<file path="config.mk">
export PLATFORM = sky130hd
export DESIGN_NAME = bmu_top
export DESIGN_NICKNAME = d
export VERILOG_FILES = /design/src/common/bmu_pkg.sv /design/src/common/bmu_op_if.sv /design/src/bit_manip/count_zeros.sv /design/src/bit_manip/bit_manip_unit.sv /design/src/hw/bmu_decoder.sv /design/src/hw/bmu_result_buffer.sv /design/src/hw/bmu_top.sv
export VERILOG_INCLUDE_DIRS = /design/src /design/src/common
export SDC_FILE = /design/constraint.sdc
export NUM_CORES = 1
export LEC_CHECK = 0
export BUFFER_PORTS_ARGS = -buffer_cell sky130_fd_sc_hd__buf_2
export CORE_ASPECT_RATIO = 1.5
export CORE_UTILIZATION = 55
export DETAILED_ROUTE_END_ITERATION = 7
export PLACE_DENSITY = 0.73
export SLEW_MARGIN = 20
export SYNTH_ARGS = -nofsm -noshare
export SYNTH_HDL_FRONTEND = slang
export SYNTH_SLANG_ARGS = --single-unit
</file>
<file path="constraint.sdc">
create_clock -name clk_i -period 12.6 [get_ports clk_i]
set_clock_uncertainty 0.1 [all_clocks]
set_input_delay 0.63 -clock clk_i [delete_from_list [all_inputs] [get_ports clk_i]]
set_output_delay 0.63 -clock clk_i [all_outputs]
set_load 0.1 [all_outputs]
</file>
<file path="src/common/bmu_settings.svh">
`ifndef BMU_SETTINGS_SVH
`define BMU_SETTINGS_SVH

// Width of one operand or result word
// The decoder and the reference model only know the RV32 encodings, so keep this at 32
`define BMU_XLEN 32

// Number of result words the output buffer can hold while the consumer stalls
// Two entries let the execute stage keep streaming at one result per cycle
`define BMU_RESULT_DEPTH 2

`endif

</file>
<file path="src/common/bmu_pkg.sv">
`include "bmu_settings.svh"

package bmu_pkg;

    // One operand or result word
    typedef logic [`BMU_XLEN-1:0] data_t;

    // Instruction words are 32 bits wide for every RV32 encoding
    typedef logic [31:0] instr_t;

    // Bit index for the single-bit operations and the rotate amount
    typedef logic [$clog2(`BMU_XLEN)-1:0] shamt_t;

    // Zero and population counts, one extra bit so a full word count fits
    typedef logic [$clog2(`BMU_XLEN):0] count_t;

    // Operation class, picks the registered result group at the stage output
    typedef enum logic [2:0] {
        SHADD,
        LOGIC,
        COUNT,
        COMPARE,
        EXTEND,
        ROTATE,
        BYTEOP,
        SINGLEBIT
    } bmu_class_e;

    // Operation within a class
    typedef enum logic [4:0] {
        SH1ADD, SH2ADD, SH3ADD,
        ANDN, ORN, XNOR,
        CLZ, CTZ, CPOP,
        MAX, MAXU, MIN, MINU,
        SEXTB, SEXTH, ZEXTH,
        ROL, ROR,
        ORCB, REV8,
        BCLR, BEXT, BINV, BSET
    } bmu_opcode_e;

endpackage

</file>
<file path="src/common/bmu_op_if.sv">
`timescale 1ns/1ps

// One decoded operation on its way from the decoder to the execute stage
// An item moves on a cycle where valid and ready are both high
interface bmu_op_if import bmu_pkg::*; ();

    logic        valid;
    logic        ready;
    bmu_class_e  op_class;
    bmu_opcode_e opcode;
    logic        illegal;
    data_t       operand_a;
    data_t       operand_b;

    // Decoder side drives the operation and watches the stage ready
    modport decode (
        output valid, op_class, opcode, illegal, operand_a, operand_b,
        input  ready
    );

    // Execute side consumes the operation and signals when it can take one
    modport execute (
        input  valid, op_class, opcode, illegal, operand_a, operand_b,
        output ready
    );

endinterface

</file>
<file path="src/bit_manip/count_zeros.sv">
`timescale 1ns/1ps

`include "bmu_settings.svh"

module count_zeros import bmu_pkg::*; (
    input  data_t  operand_i,
    output count_t count_o,
    output logic   all_zero_o
);

    // Walk up from bit 0 so the highest set bit has the last word
    // With no bit set the count stays at the full word width
    always_comb begin
        count_o = count_t'(`BMU_XLEN);
        for (int i = 0; i < `BMU_XLEN; i++) begin
            if (operand_i[i]) begin
                count_o = count_t'(`BMU_XLEN - 1 - i);
            end
        end
    end

    assign all_zero_o = ~|operand_i;

endmodule

</file>
<file path="src/bit_manip/bit_manip_unit.sv">
`timescale 1ns/1ps

`include "bmu_settings.svh"

module bit_manip_unit import bmu_pkg::*; (
    input  logic      clk_i,
    input  logic      rst_i,
    bmu_op_if.execute op,
    output logic      res_valid_o,
    input  logic      res_ready_i,
    output data_t     res_data_o,
    output logic      res_illegal_o
);

    logic   accept;
    logic   valid_q;
    data_t  a;
    data_t  b;
    shamt_t amt;

    assign a   = op.operand_a;
    assign b   = op.operand_b;
    // Rotates and single-bit ops only look at the low bits of B
    assign amt = b[$clog2(`BMU_XLEN)-1:0];

    // The stage takes a new item when empty or when its current one leaves
    assign op.ready = ~valid_q | res_ready_i;
    assign accept   = op.valid & op.ready;

    // ---------------------------------------------------------------------
    // Shift and add
    // ---------------------------------------------------------------------
    data_t shadd_d;

    always_comb begin
        case (op.opcode)
            SH2ADD:  shadd_d = b + (a << 2);
            SH3ADD:  shadd_d = b + (a << 3);
            default: shadd_d = b + (a << 1);
        endcase
    end

    // ---------------------------------------------------------------------
    // Logic with negate
    // ---------------------------------------------------------------------
    data_t logic_d;

    always_comb begin
        case (op.opcode)
            ORN:     logic_d = a | ~b;
            XNOR:    logic_d = ~(a ^ b);
            default: logic_d = a & ~b;
        endcase
    end

    // ---------------------------------------------------------------------
    // Counts
    // ---------------------------------------------------------------------
    data_t  a_rev;
    data_t  cz_operand;
    count_t cz_count;
    count_t pop_count;
    count_t count_d;

    // Trailing zeros are leading zeros of the mirrored word
    always_comb begin
        for (int i = 0; i < `BMU_XLEN; i++) begin
            a_rev[`BMU_XLEN - 1 - i] = a[i];
        end
    end

    assign cz_operand = (op.opcode == CTZ) ? a_rev : a;

    count_zeros u_count_zeros (
        .operand_i  (cz_operand),
        .count_o    (cz_count),
        .all_zero_o ()
    );

    always_comb begin
        pop_count = '0;
        for (int i = 0; i < `BMU_XLEN; i++) begin
            pop_count = pop_count + count_t'(a[i]);
        end
    end

    // Cpop comes from the adder chain, clz and ctz from the zero counter
    assign count_d = (op.opcode == CPOP) ? pop_count : cz_count;

    // ---------------------------------------------------------------------
    // Min and max
    // ---------------------------------------------------------------------
    logic  lt_signed;
    logic  lt_unsigned;
    data_t compare_d;

    assign lt_signed   = $signed(a) < $signed(b);
    assign lt_unsigned = a < b;

    always_comb begin
        case (op.opcode)
            MAX:     compare_d = lt_signed   ? b : a;
            MAXU:    compare_d = lt_unsigned ? b : a;
            MIN:     compare_d = lt_signed   ? a : b;
            default: compare_d = lt_unsigned ? a : b;
        endcase
    end

    // ---------------------------------------------------------------------
    // Extensions
    // ---------------------------------------------------------------------
    data_t extend_d;

    always_comb begin
        case (op.opcode)
            SEXTB:   extend_d = {{(`BMU_XLEN - 8){a[7]}}, a[7:0]};
            SEXTH:   extend_d = {{(`BMU_XLEN - 16){a[15]}}, a[15:0]};
            default: extend_d = {{(`BMU_XLEN - 16){1'b0}}, a[15:0]};
        endcase
    end

    // ---------------------------------------------------------------------
    // Rotates
    // ---------------------------------------------------------------------
    shamt_t amt_inv;
    data_t  rotate_d;

    // Complement amount wraps to zero when amt is zero, which keeps a shift of 0
    assign amt_inv = shamt_t'(~amt + 1'b1);

    always_comb begin
        if (op.opcode == ROL) rotate_d = (a << amt) | (a >> amt_inv);
        else                  rotate_d = (a >> amt) | (a << amt_inv);
    end

    // ---------------------------------------------------------------------
    // Byte operations
    // ---------------------------------------------------------------------
    data_t orcb;
    data_t rev8;
    data_t byteop_d;

    always_comb begin
        for (int i = 0; i < `BMU_XLEN / 8; i++) begin
            orcb[i*8 +: 8]                          = {8{|a[i*8 +: 8]}};
            rev8[(`BMU_XLEN / 8 - 1 - i)*8 +: 8]    = a[i*8 +: 8];
        end
    end

    assign byteop_d = (op.opcode == REV8) ? rev8 : orcb;

    // ---------------------------------------------------------------------
    // Single-bit operations
    // ---------------------------------------------------------------------
    data_t bit_mask;
    data_t singlebit_d;

    assign bit_mask = data_t'(1) << amt;

    always_comb begin
        case (op.opcode)
            BCLR:    singlebit_d = a & ~bit_mask;
            BEXT:    singlebit_d = data_t'(a[amt]);
            BINV:    singlebit_d = a ^ bit_mask;
            default: singlebit_d = a | bit_mask;
        endcase
    end

    // ---------------------------------------------------------------------
    // Stage register and result select
    // ---------------------------------------------------------------------
    data_t      shadd_q, logic_q, compare_q, extend_q, rotate_q, byteop_q, singlebit_q;
    count_t     count_q;
    bmu_class_e class_q;
    logic       illegal_q;

    always_ff @(posedge clk_i) begin
        if (rst_i) begin
            valid_q <= 1'b0;
        end else if (op.ready) begin
            valid_q <= op.valid;
        end
    end

    // Every class result is captured, the class decides which one is used
    always_ff @(posedge clk_i) begin
        if (accept) begin
            shadd_q     <= shadd_d;
            logic_q     <= logic_d;
            count_q     <= count_d;
            compare_q   <= compare_d;
            extend_q    <= extend_d;
            rotate_q    <= rotate_d;
            byteop_q    <= byteop_d;
            singlebit_q <= singlebit_d;
            class_q     <= op.op_class;
            illegal_q   <= op.illegal;
        end
    end

    always_comb begin
        case (class_q)
            SHADD:     res_data_o = shadd_q;
            COUNT:     res_data_o = data_t'(count_q);
            COMPARE:   res_data_o = compare_q;
            EXTEND:    res_data_o = extend_q;
            ROTATE:    res_data_o = rotate_q;
            BYTEOP:    res_data_o = byteop_q;
            SINGLEBIT: res_data_o = singlebit_q;
            default:   res_data_o = logic_q;
        endcase
        // An unknown encoding always returns zero
        if (illegal_q) res_data_o = '0;
    end

    assign res_valid_o   = valid_q;
    assign res_illegal_o = illegal_q;

endmodule

</file>
<file path="src/hw/bmu_decoder.sv">
`timescale 1ns/1ps

module bmu_decoder import bmu_pkg::*; (
    input  instr_t   instr_i,
    input  data_t    operand_a_i,
    input  data_t    operand_b_i,
    input  logic     in_valid_i,
    bmu_op_if.decode op
);

    // Major opcodes of the register-register and register-immediate groups
    localparam logic [6:0] OPC_OP     = 7'b0110011;
    localparam logic [6:0] OPC_OP_IMM = 7'b0010011;

    logic [6:0]  opc;
    logic [2:0]  funct3;
    logic [6:0]  funct7;
    logic [4:0]  rs2;
    logic        legal;
    bmu_opcode_e dec_op;

    assign opc    = instr_i[6:0];
    assign funct3 = instr_i[14:12];
    assign funct7 = instr_i[31:25];
    assign rs2    = instr_i[24:20];

    // Unmatched words keep ANDN, which lands them in class LOGIC
    always_comb begin
        dec_op = ANDN;
        legal  = 1'b1;
        case (opc)
            OPC_OP: begin
                case ({funct7, funct3})
                    {7'b0010000, 3'b010}: dec_op = SH1ADD;
                    {7'b0010000, 3'b100}: dec_op = SH2ADD;
                    {7'b0010000, 3'b110}: dec_op = SH3ADD;
                    {7'b0100000, 3'b111}: dec_op = ANDN;
                    {7'b0100000, 3'b110}: dec_op = ORN;
                    {7'b0100000, 3'b100}: dec_op = XNOR;
                    {7'b0000101, 3'b110}: dec_op = MAX;
                    {7'b0000101, 3'b111}: dec_op = MAXU;
                    {7'b0000101, 3'b100}: dec_op = MIN;
                    {7'b0000101, 3'b101}: dec_op = MINU;
                    {7'b0110000, 3'b001}: dec_op = ROL;
                    {7'b0110000, 3'b101}: dec_op = ROR;
                    {7'b0100100, 3'b001}: dec_op = BCLR;
                    {7'b0100100, 3'b101}: dec_op = BEXT;
                    {7'b0110100, 3'b001}: dec_op = BINV;
                    {7'b0010100, 3'b001}: dec_op = BSET;
                    // zext.h is the RV32 pack form with rs2 tied to x0
                    {7'b0000100, 3'b100}: begin
                        if (rs2 == 5'b00000) dec_op = ZEXTH;
                        else                 legal  = 1'b0;
                    end
                    default: legal = 1'b0;
                endcase
            end
            OPC_OP_IMM: begin
                // Unary forms, the rs2 field selects the operation
                case ({funct7, funct3})
                    {7'b0110000, 3'b001}: begin
                        case (rs2)
                            5'b00000: dec_op = CLZ;
                            5'b00001: dec_op = CTZ;
                            5'b00010: dec_op = CPOP;
                            5'b00100: dec_op = SEXTB;
                            5'b00101: dec_op = SEXTH;
                            default:  legal  = 1'b0;
                        endcase
                    end
                    {7'b0010100, 3'b101}: begin
                        if (rs2 == 5'b00111) dec_op = ORCB;
                        else                 legal  = 1'b0;
                    end
                    {7'b0110100, 3'b101}: begin
                        if (rs2 == 5'b11000) dec_op = REV8;
                        else                 legal  = 1'b0;
                    end
                    default: legal = 1'b0;
                endcase
            end
            default: legal = 1'b0;
        endcase
    end

    // Class follows from the opcode alone
    always_comb begin
        case (dec_op)
            SH1ADD, SH2ADD, SH3ADD:   op.op_class = SHADD;
            CLZ, CTZ, CPOP:           op.op_class = COUNT;
            MAX, MAXU, MIN, MINU:     op.op_class = COMPARE;
            SEXTB, SEXTH, ZEXTH:      op.op_class = EXTEND;
            ROL, ROR:                 op.op_class = ROTATE;
            ORCB, REV8:               op.op_class = BYTEOP;
            BCLR, BEXT, BINV, BSET:   op.op_class = SINGLEBIT;
            default:                  op.op_class = LOGIC;
        endcase
    end

    assign op.opcode    = dec_op;
    assign op.illegal   = ~legal;
    assign op.valid     = in_valid_i;
    assign op.operand_a = operand_a_i;
    assign op.operand_b = operand_b_i;

endmodule

</file>
<file path="src/hw/bmu_result_buffer.sv">
`timescale 1ns/1ps

`include "bmu_settings.svh"

module bmu_result_buffer import bmu_pkg::*; (
    input  logic  clk_i,
    input  logic  rst_i,
    input  logic  wr_valid_i,
    output logic  wr_ready_o,
    input  data_t wr_data_i,
    input  logic  wr_illegal_i,
    output logic  rd_valid_o,
    input  logic  rd_ready_i,
    output data_t rd_data_o,
    output logic  rd_illegal_o
);

    localparam int DEPTH = `BMU_RESULT_DEPTH;
    localparam int PTR_W = (DEPTH > 1) ? $clog2(DEPTH) : 1;
    localparam int CNT_W = $clog2(DEPTH + 1);

    data_t            data_mem [DEPTH];
    logic             illegal_mem [DEPTH];
    logic [PTR_W-1:0] wr_ptr;
    logic [PTR_W-1:0] rd_ptr;
    logic [CNT_W-1:0] count;
    logic             do_wr;
    logic             do_rd;

    // A full buffer refuses writes, so read and write never meet when full
    assign wr_ready_o = (count != CNT_W'(DEPTH));
    assign rd_valid_o = (count != '0);
    assign do_wr      = wr_valid_i & wr_ready_o;
    assign do_rd      = rd_valid_o & rd_ready_i;

    always_ff @(posedge clk_i) begin
        if (do_wr) begin
            data_mem[wr_ptr]    <= wr_data_i;
            illegal_mem[wr_ptr] <= wr_illegal_i;
        end
    end

    // Pointers wrap at DEPTH, which need not be a power of two
    always_ff @(posedge clk_i) begin
        if (rst_i) begin
            wr_ptr <= '0;
            rd_ptr <= '0;
            count  <= '0;
        end else begin
            if (do_wr) wr_ptr <= (wr_ptr == PTR_W'(DEPTH - 1)) ? '0 : wr_ptr + 1'b1;
            if (do_rd) rd_ptr <= (rd_ptr == PTR_W'(DEPTH - 1)) ? '0 : rd_ptr + 1'b1;
            if (do_wr && !do_rd)      count <= count + 1'b1;
            else if (do_rd && !do_wr) count <= count - 1'b1;
        end
    end

    assign rd_data_o    = data_mem[rd_ptr];
    assign rd_illegal_o = illegal_mem[rd_ptr];

endmodule

</file>
<file path="src/hw/bmu_top.sv">
`timescale 1ns/1ps

module bmu_top import bmu_pkg::*; (
    input  logic   clk_i,
    input  logic   rst_i,
    input  logic   in_valid_i,
    output logic   in_ready_o,
    input  instr_t instr_i,
    input  data_t  operand_a_i,
    input  data_t  operand_b_i,
    output logic   out_valid_o,
    input  logic   out_ready_i,
    output data_t  result_o,
    output logic   illegal_o
);

    bmu_op_if op_if ();

    logic  res_valid;
    logic  res_ready;
    data_t res_data;
    logic  res_illegal;

    // Decode is pure logic, so the input handshake is the stage handshake
    assign in_ready_o = op_if.ready;

    bmu_decoder u_decoder (
        .instr_i     (instr_i),
        .operand_a_i (operand_a_i),
        .operand_b_i (operand_b_i),
        .in_valid_i  (in_valid_i),
        .op          (op_if.decode)
    );

    bit_manip_unit u_unit (
        .clk_i         (clk_i),
        .rst_i         (rst_i),
        .op            (op_if.execute),
        .res_valid_o   (res_valid),
        .res_ready_i   (res_ready),
        .res_data_o    (res_data),
        .res_illegal_o (res_illegal)
    );

    // Two result slots absorb consumer stalls behind the stage
    bmu_result_buffer u_result_buffer (
        .clk_i        (clk_i),
        .rst_i        (rst_i),
        .wr_valid_i   (res_valid),
        .wr_ready_o   (res_ready),
        .wr_data_i    (res_data),
        .wr_illegal_i (res_illegal),
        .rd_valid_o   (out_valid_o),
        .rd_ready_i   (out_ready_i),
        .rd_data_o    (result_o),
        .rd_illegal_o (illegal_o)
    );

endmodule

</file>
=== Yosys cells after proc, flatten, opt, wreduce, memory -nomap -nowiden ===
Memories as Yosys holds them, arrays and structs flattened. A register that Yosys moved wholly into a read port is not among the register bits.
Cells that the tools add are included.

* Add/sub/neg operators: 39
* Multipliers: 0
* Divide/modulo/power cells: 0
* $lt $le $gt $ge: 3
* Eq/ne operators: 50
* Shift operators: 5
* Mux-type cells: 73
* Bitwise logic cells: 18
* Reduce and logical (&&, ||, !) cells: 14

{| class="wikitable"
|+ Operators with widths
! operator !! number
|-
| 32-bit two-way mux || 8
|-
| 32-bit one-hot mux with 7 select lines || 1
|-
| 6-bit two-way mux || 33
|-
| 32-bit one-hot mux with 2 select lines || 3
|-
| 32-bit one-hot mux with 3 select lines || 2
|-
| 6-bit by 1-bit adder with 6-bit output || 30
|-
| 32-bit OR || 4
|-
| 32-bit adder || 3
|-
| 32-bit inverter || 3
|-
| 10-bit by 9-bit equality test with 1-bit output (second input constant) || 9
|-
| 5-bit one-hot mux with 16 select lines || 1
|-
| 32-bit bitwise AND || 2
|-
| 32-bit less-than comparator || 2
|-
| 32-bit by 5-bit << shifter with 32-bit output || 2
|-
| 32-bit by 5-bit right shift with 32-bit output || 2
|-
| 32-bit XOR || 2
|-
| 10-bit by 6-bit equality test with 1-bit output (second input constant) || 5
|-
| 10-bit by 8-bit equality test with 1-bit output (second input constant) || 5
|-
| 8-bit OR reduction || 4
|-
| 1-bit by 5-bit << shifter with 32-bit output (first input constant) || 1
|-
| 5-bit by 3-bit equality test with 1-bit output (second input constant) || 6
|-
| 5-bit by 4-bit equality test with 1-bit output (second input constant) || 6
|-
| 5-bit equality test (second input constant) || 6
|-
| 4-bit one-hot mux with 5 select lines || 1
|-
| other kinds (33) || 61
|}

* Register bits: 236
* Bits in latches: 0
* Memory bits (writable): 66
* ROM bits: 96
* Input port bits: 100
* Output and inout bits: 35
* Memories: 3

{| class="wikitable"
|+ Memories
! memory !! depth !! width !! read ports !! clocked after Yosys merged registers in !! wr ports !! RTL line !! RTL
|-
| (name not given) || 32 || 3 || 1 || 1 || 0 || bmu_decoder.sv:88 || <nowiki>case (dec_op)</nowiki>
|-
| u_result_buffer.data_mem || 2 || 32 || 1 || 1 || 1 || bmu_result_buffer.sv:22 || <nowiki>data_t data_mem [DEPTH];</nowiki>
|-
| u_result_buffer.illegal_mem || 2 || 1 || 1 || 1 || 1 || bmu_result_buffer.sv:23 || <nowiki>logic illegal_mem [DEPTH];</nowiki>
|}

=== Logic depth before layout (Yosys ltp) ===
* Depth in word-level cells: 39
* Mapped depth: 19
* Gate-level depth less buffers: 18

=== Cells and area by module ===
Synthesis repeated with hierarchy kept, for this count alone.

* Cells, all modules: 3,565
* Area, all modules: 30,344.1 sq um

{| class="wikitable"
|+ By module, submodules not included
! module !! times used !! cells each !! area an instance (sq um) !! seq. area each (sq um)
|-
| bit_manip_unit || 1 || 3,175 || 26,041.2 || 6,596.3
|-
| bmu_result_buffer || 1 || 127 || 2,596.2 || 2,082.0
|-
| bmu_decoder || 1 || 197 || 1,312.5 || 0.0
|-
| count_zeros || 1 || 66 || 394.1 || 0.0
|}

=== Least setup slack after synthesis ===
No wires, ideal clock.

* Path type: reg-to-reg
* Start: reg u_result_buffer.count[0]
* End: reg u_unit.byteop_q[0], enable pin
* Setup time: 0.605 ns
* Data arrival time: 6.258 ns
* Required time: 11.895 ns
* Path slack: 5.637 ns
* Cell stages (with the launch flop): 3
* Period minus slack after synthesis: 6.963 ns
* Path through: dfxtp_1 nand3b_1 and2_1

* Word-level cells in the longest chain between the ends: 3

{| class="wikitable"
|+ RTL lines
! item !! RTL line !! RTL
|-
| start: declaration || bmu_result_buffer.sv:26 || <nowiki>logic [CNT_W-1:0] count;</nowiki>
|-
| start signal: assignment || bmu_result_buffer.sv:52 || <nowiki>if (do_wr && !do_rd) count <= count + 1'b1;</nowiki>
|-
| start signal: assignment || bmu_result_buffer.sv:53 || <nowiki>else if (do_rd && !do_wr) count <= count - 1'b1;</nowiki>
|-
| 2-bit != test || bmu_result_buffer.sv:31 || <nowiki>assign wr_ready_o = (count != CNT_W'(DEPTH));</nowiki>
|-
| 1-bit OR || bit_manip_unit.sv:27 || <nowiki>assign op.ready = ~valid_q | res_ready_i;</nowiki>
|-
| net in_ready_o || bmu_top.sv:7 || <nowiki>output logic in_ready_o,</nowiki>
|-
| 1-bit bitwise AND || bit_manip_unit.sv:28 || <nowiki>assign accept = op.valid & op.ready;</nowiki>
|-
| net u_unit.accept || bit_manip_unit.sv:15 || <nowiki>logic accept;</nowiki>
|-
| end signal: assignment || bit_manip_unit.sv:194 || <nowiki>byteop_q <= byteop_d;</nowiki>
|-
| end: declaration || bit_manip_unit.sv:172 || <nowiki>data_t shadd_q, logic_q, compare_q, extend_q, rotate_q, byteop_q, singlebit_q;</nowiki>
|}

The timed path passes the listed nets, and every way through them passes these cells.
A chain may end at the register's enable or synchronous reset.

=== Worst setup path after layout ===
* Start: in operand_a_i[1]
* End: reg u_unit.count_q[4], data pin

* Word-level cells in the longest chain between the ends: 33

{| class="wikitable"
|+ RTL lines
! item !! RTL line !! RTL
|-
| start: declaration || bmu_top.sv:9 || <nowiki>input data_t operand_a_i,</nowiki>
|-
| parallel branches: the longest is 32 deep, another holds 6-bit by 1-bit adder with 6-bit output || n/a ||
|-
| 6-bit two-way mux * || bit_manip_unit.sv:88 || <nowiki>assign count_d = (op.opcode == CPOP) ? pop_count : cz_count;</nowiki>
|-
| net u_unit.count_d[4] || bit_manip_unit.sv:63 || <nowiki>count_t count_d;</nowiki>
|-
| end signal: assignment || bit_manip_unit.sv:190 || <nowiki>count_q <= count_d;</nowiki>
|-
| end: declaration || bit_manip_unit.sv:173 || <nowiki>count_t count_q;</nowiki>
|}

Mark *: on every way through the listed nets, which the timed path passes.

==> impl_metrics.ini <==
[grt]
grt_pass1_wl_um = 174100
grt_pass1_vias = 27060
antenna_found_initial = 7
track_usage_pct = 44.77
grt-ovfl-total = 0
grt_max_degree = 91

[synth]
netlist.area_leader.share_pct = 30.16
synthFlopType = edfxtp_1
ys_types = 94
netlist_instances = 3258
synth_edf_count = 285
synthesis.nets = 3617
synth_area_leaders = edfxtp_1 (30%), ha_1 (10%), mux2i_1 (5.0%), nor2_1 (4.7%), o21ai_0 (4.5%)
ys_ff_latch = 291
yosysMostFrequentCell = nor2_1
ys_warn_count = 0
synthArstFlopShare_pct = 0
syn_avg_cell_area_um2 = 8.709
ys_seq_area_share_pct = 30.58
netlist_top_cells_count = nor2_1 (352), nand2_1 (325), edfxtp_1 (285)
synth_area_um2 = 28370
synth_top_cell_by_area = edfxtp_1

[cells_and_area]
drive_gt1_share_pct = 12.28
nNetsFinal = 3628
syn2layout_area_growth_pct = 7.920

[placed_design]
dp_hpwl_um = 83520
post-place-ws_ps = 5660
portBuffers = 124
place_congestion = 1.026

[power_and_ir_drop]
peakVddDrop_mv = 0.1628
p_leak_nw = 11.95
power.density_nw_per_um2 = 124.1

[run_status]
violations = DRC
status = complete, but fails checks

[critical_path]
r2r_cells = 4
critPathLaunch = operand_a_i[1]
cp_common_cell = fa_1
slowest_stage = fa_1
cp_data_required_time_ps = 12950
endpoint_kind = flip-flop
worstSetupPathType = primary input to flip-flop
reg2reg_from = u_result_buffer.count[0]
cp_max_fo = 18
worstPathArrival_ps = 6760
slowest_delay_ps = 570
crit_path_cell_trace = buf_2 > inv_1 > ha_1 > inv_1 > fa_1 > fa_1 > fa_1 > fa_1 > fa_1 > fa_1 > inv_1 > fa_1 > fa_1 > a21o_1 > a21oi_1 > xor2_1 > or4_1 > o21ai_1
setup.worst_path.start_class = primary input

[routing]
firstDrtPassIters = 8
wl_per_cell_um = 30.08
wl_um = 119200
antenna_left = 0
route.detailed.drc = 1
drt_iter0_markers = 3687
vias = 28070
vias_per_cell = 7.084

[timing]
hold_viol = 0
slew-limit-headroom_pct = 13.71
max_freq_ghz = 0.1560
min_period_over_period_pct = 50.87
slew_violations = 0
worst_slack_ps = 6191
fin_tns_setup_ps = 0
rsz0062_at_grt = false
setup_viol_count_final = 0
fin_crit_ps = 6409
timing.hold.ws_ps = 137.7
tightestPinTransition_ps = 1284

[hold_path]
min_delay_path_depth = 2
hold_start = rst_i
min_path_type = primary input to flip-flop

[floorplan]
io_pins = 135
fp-row-count = 101
die_h_um = 280.2
coreArea_um2 = 50800
dieWidth_um = 187.5
start_util_pct = 55.85
die_area_um2 = 52520

[clocking]
postCtsSetupBuffers = 0
clk_path_buf_depth = 3
path_clk_slew_ps = 70
cts_resized = 0
cts_num_sinks = 291
numCtsBuffers = 28
root_buffer = clkbuf_16
clock_latency_ps = 630
cts_tree = yes
hold_buffers = 0
h-tree-depth = 1

[run]
cap_violations = 0
-- cell usage in the layout, fill, tap and decap left out, types with 34 or more instances in the layout --
cell,count
nand3_1,57
a211oi_1,50
mux2_2,70
o21a_1,56
xor2_1,42
inv_1,111
nand2_1,325
a221oi_1,38
a21o_1,38
ha_1,231
buf_2,123
o22ai_1,35
mux4_2,34
o21ai_0,256
buf_4,77
a22oi_1,64
nor3_1,72
nor2_1,346
mux2i_1,142
a21oi_1,245
o211ai_1,59
edfxtp_1,285
xnor2_1,42
nand2b_1,42
-- per-layer routing --
metal	up-vias	track usage [%]	part of all wire, %
li1	12190	-	-
met5	-	0.1876	0.034
met4	6	37.86	10
met1	13310	51.48	34
met3	593	10.87	12
met2	1970	70.35	44
-- critical path, delay by kind of cell --
family          cells  cell delay [ps]
xor+xnor            1               90
buf+inv             4              880
simple gates        1              460
compound gates      3              430
fa+ha+maj           9             4240
-- stage by stage --
stage	instances	total power [mW]	area [um2]	utilization, %
finish	3962	3.799	30620	60.28
global route	3959	3.933	30610	60.26
CTS	3958	3.740	30590	60.21
detailed placement	3907	2.869	29640	58.35
global placement	3907	2.853	29630	58.33
floorplan	3258	2.436	28370	-
-- report_power, final --
group          internal (mW)  leakage [nW]  switching [mW]  total, mW
clock network          0.480         0.463           0.413      0.892
logic                  0.537          8.77            1.13       1.67
registers               1.19          2.72          0.0446       1.23
total                   2.21          11.9            1.59       3.80
-- flip-flops by register name, indices dropped and copies added (netlist names), 3 cells and up, named ones only --
register / flops
u_unit.logic_q: 32
u_unit.extend_q: 17
u_unit.byteop_q: 32
u_unit.class_q: 3
u_result_buffer.data_mem: 64
u_unit.count_q: 6
u_unit.shadd_q: 32
u_unit.rotate_q: 32
u_unit.compare_q: 32
u_unit.singlebit_q: 32
-- final cells by class --
type,count,area [um2]
inverter,117,439.2
clock inverter,12,130.1
timing repair buffer,201,1201
antenna,3,7.507
clock buffer,39,814.5
sequential,291,8678
tap,669,837.1
multi-input combinational,2630,18510
fill,4530,20180
-- cell families after synthesis --
kind of cell	share of synthesized area (%)
AND/OR/NAND/NOR	16.43
AO/OA/AOI/OAI	23.00
buffers and inverters	4.612
flip-flops	30.58
adder cells (fa/ha/maj)	12.17
multiplexers	10.49
XOR/XNOR	2.716
-- path summary, 6_finish.rpt --
path	endpoint	slack [ps]
hold reg to reg	u_result_buffer.rd_ptr	410
hold / removal	u_result_buffer.count[1]	140
setup reg to reg	u_unit.shadd_q[4]	8680
setup / recovery	u_unit.count_q[4]	6190
(Power assumes the default switching activity.)
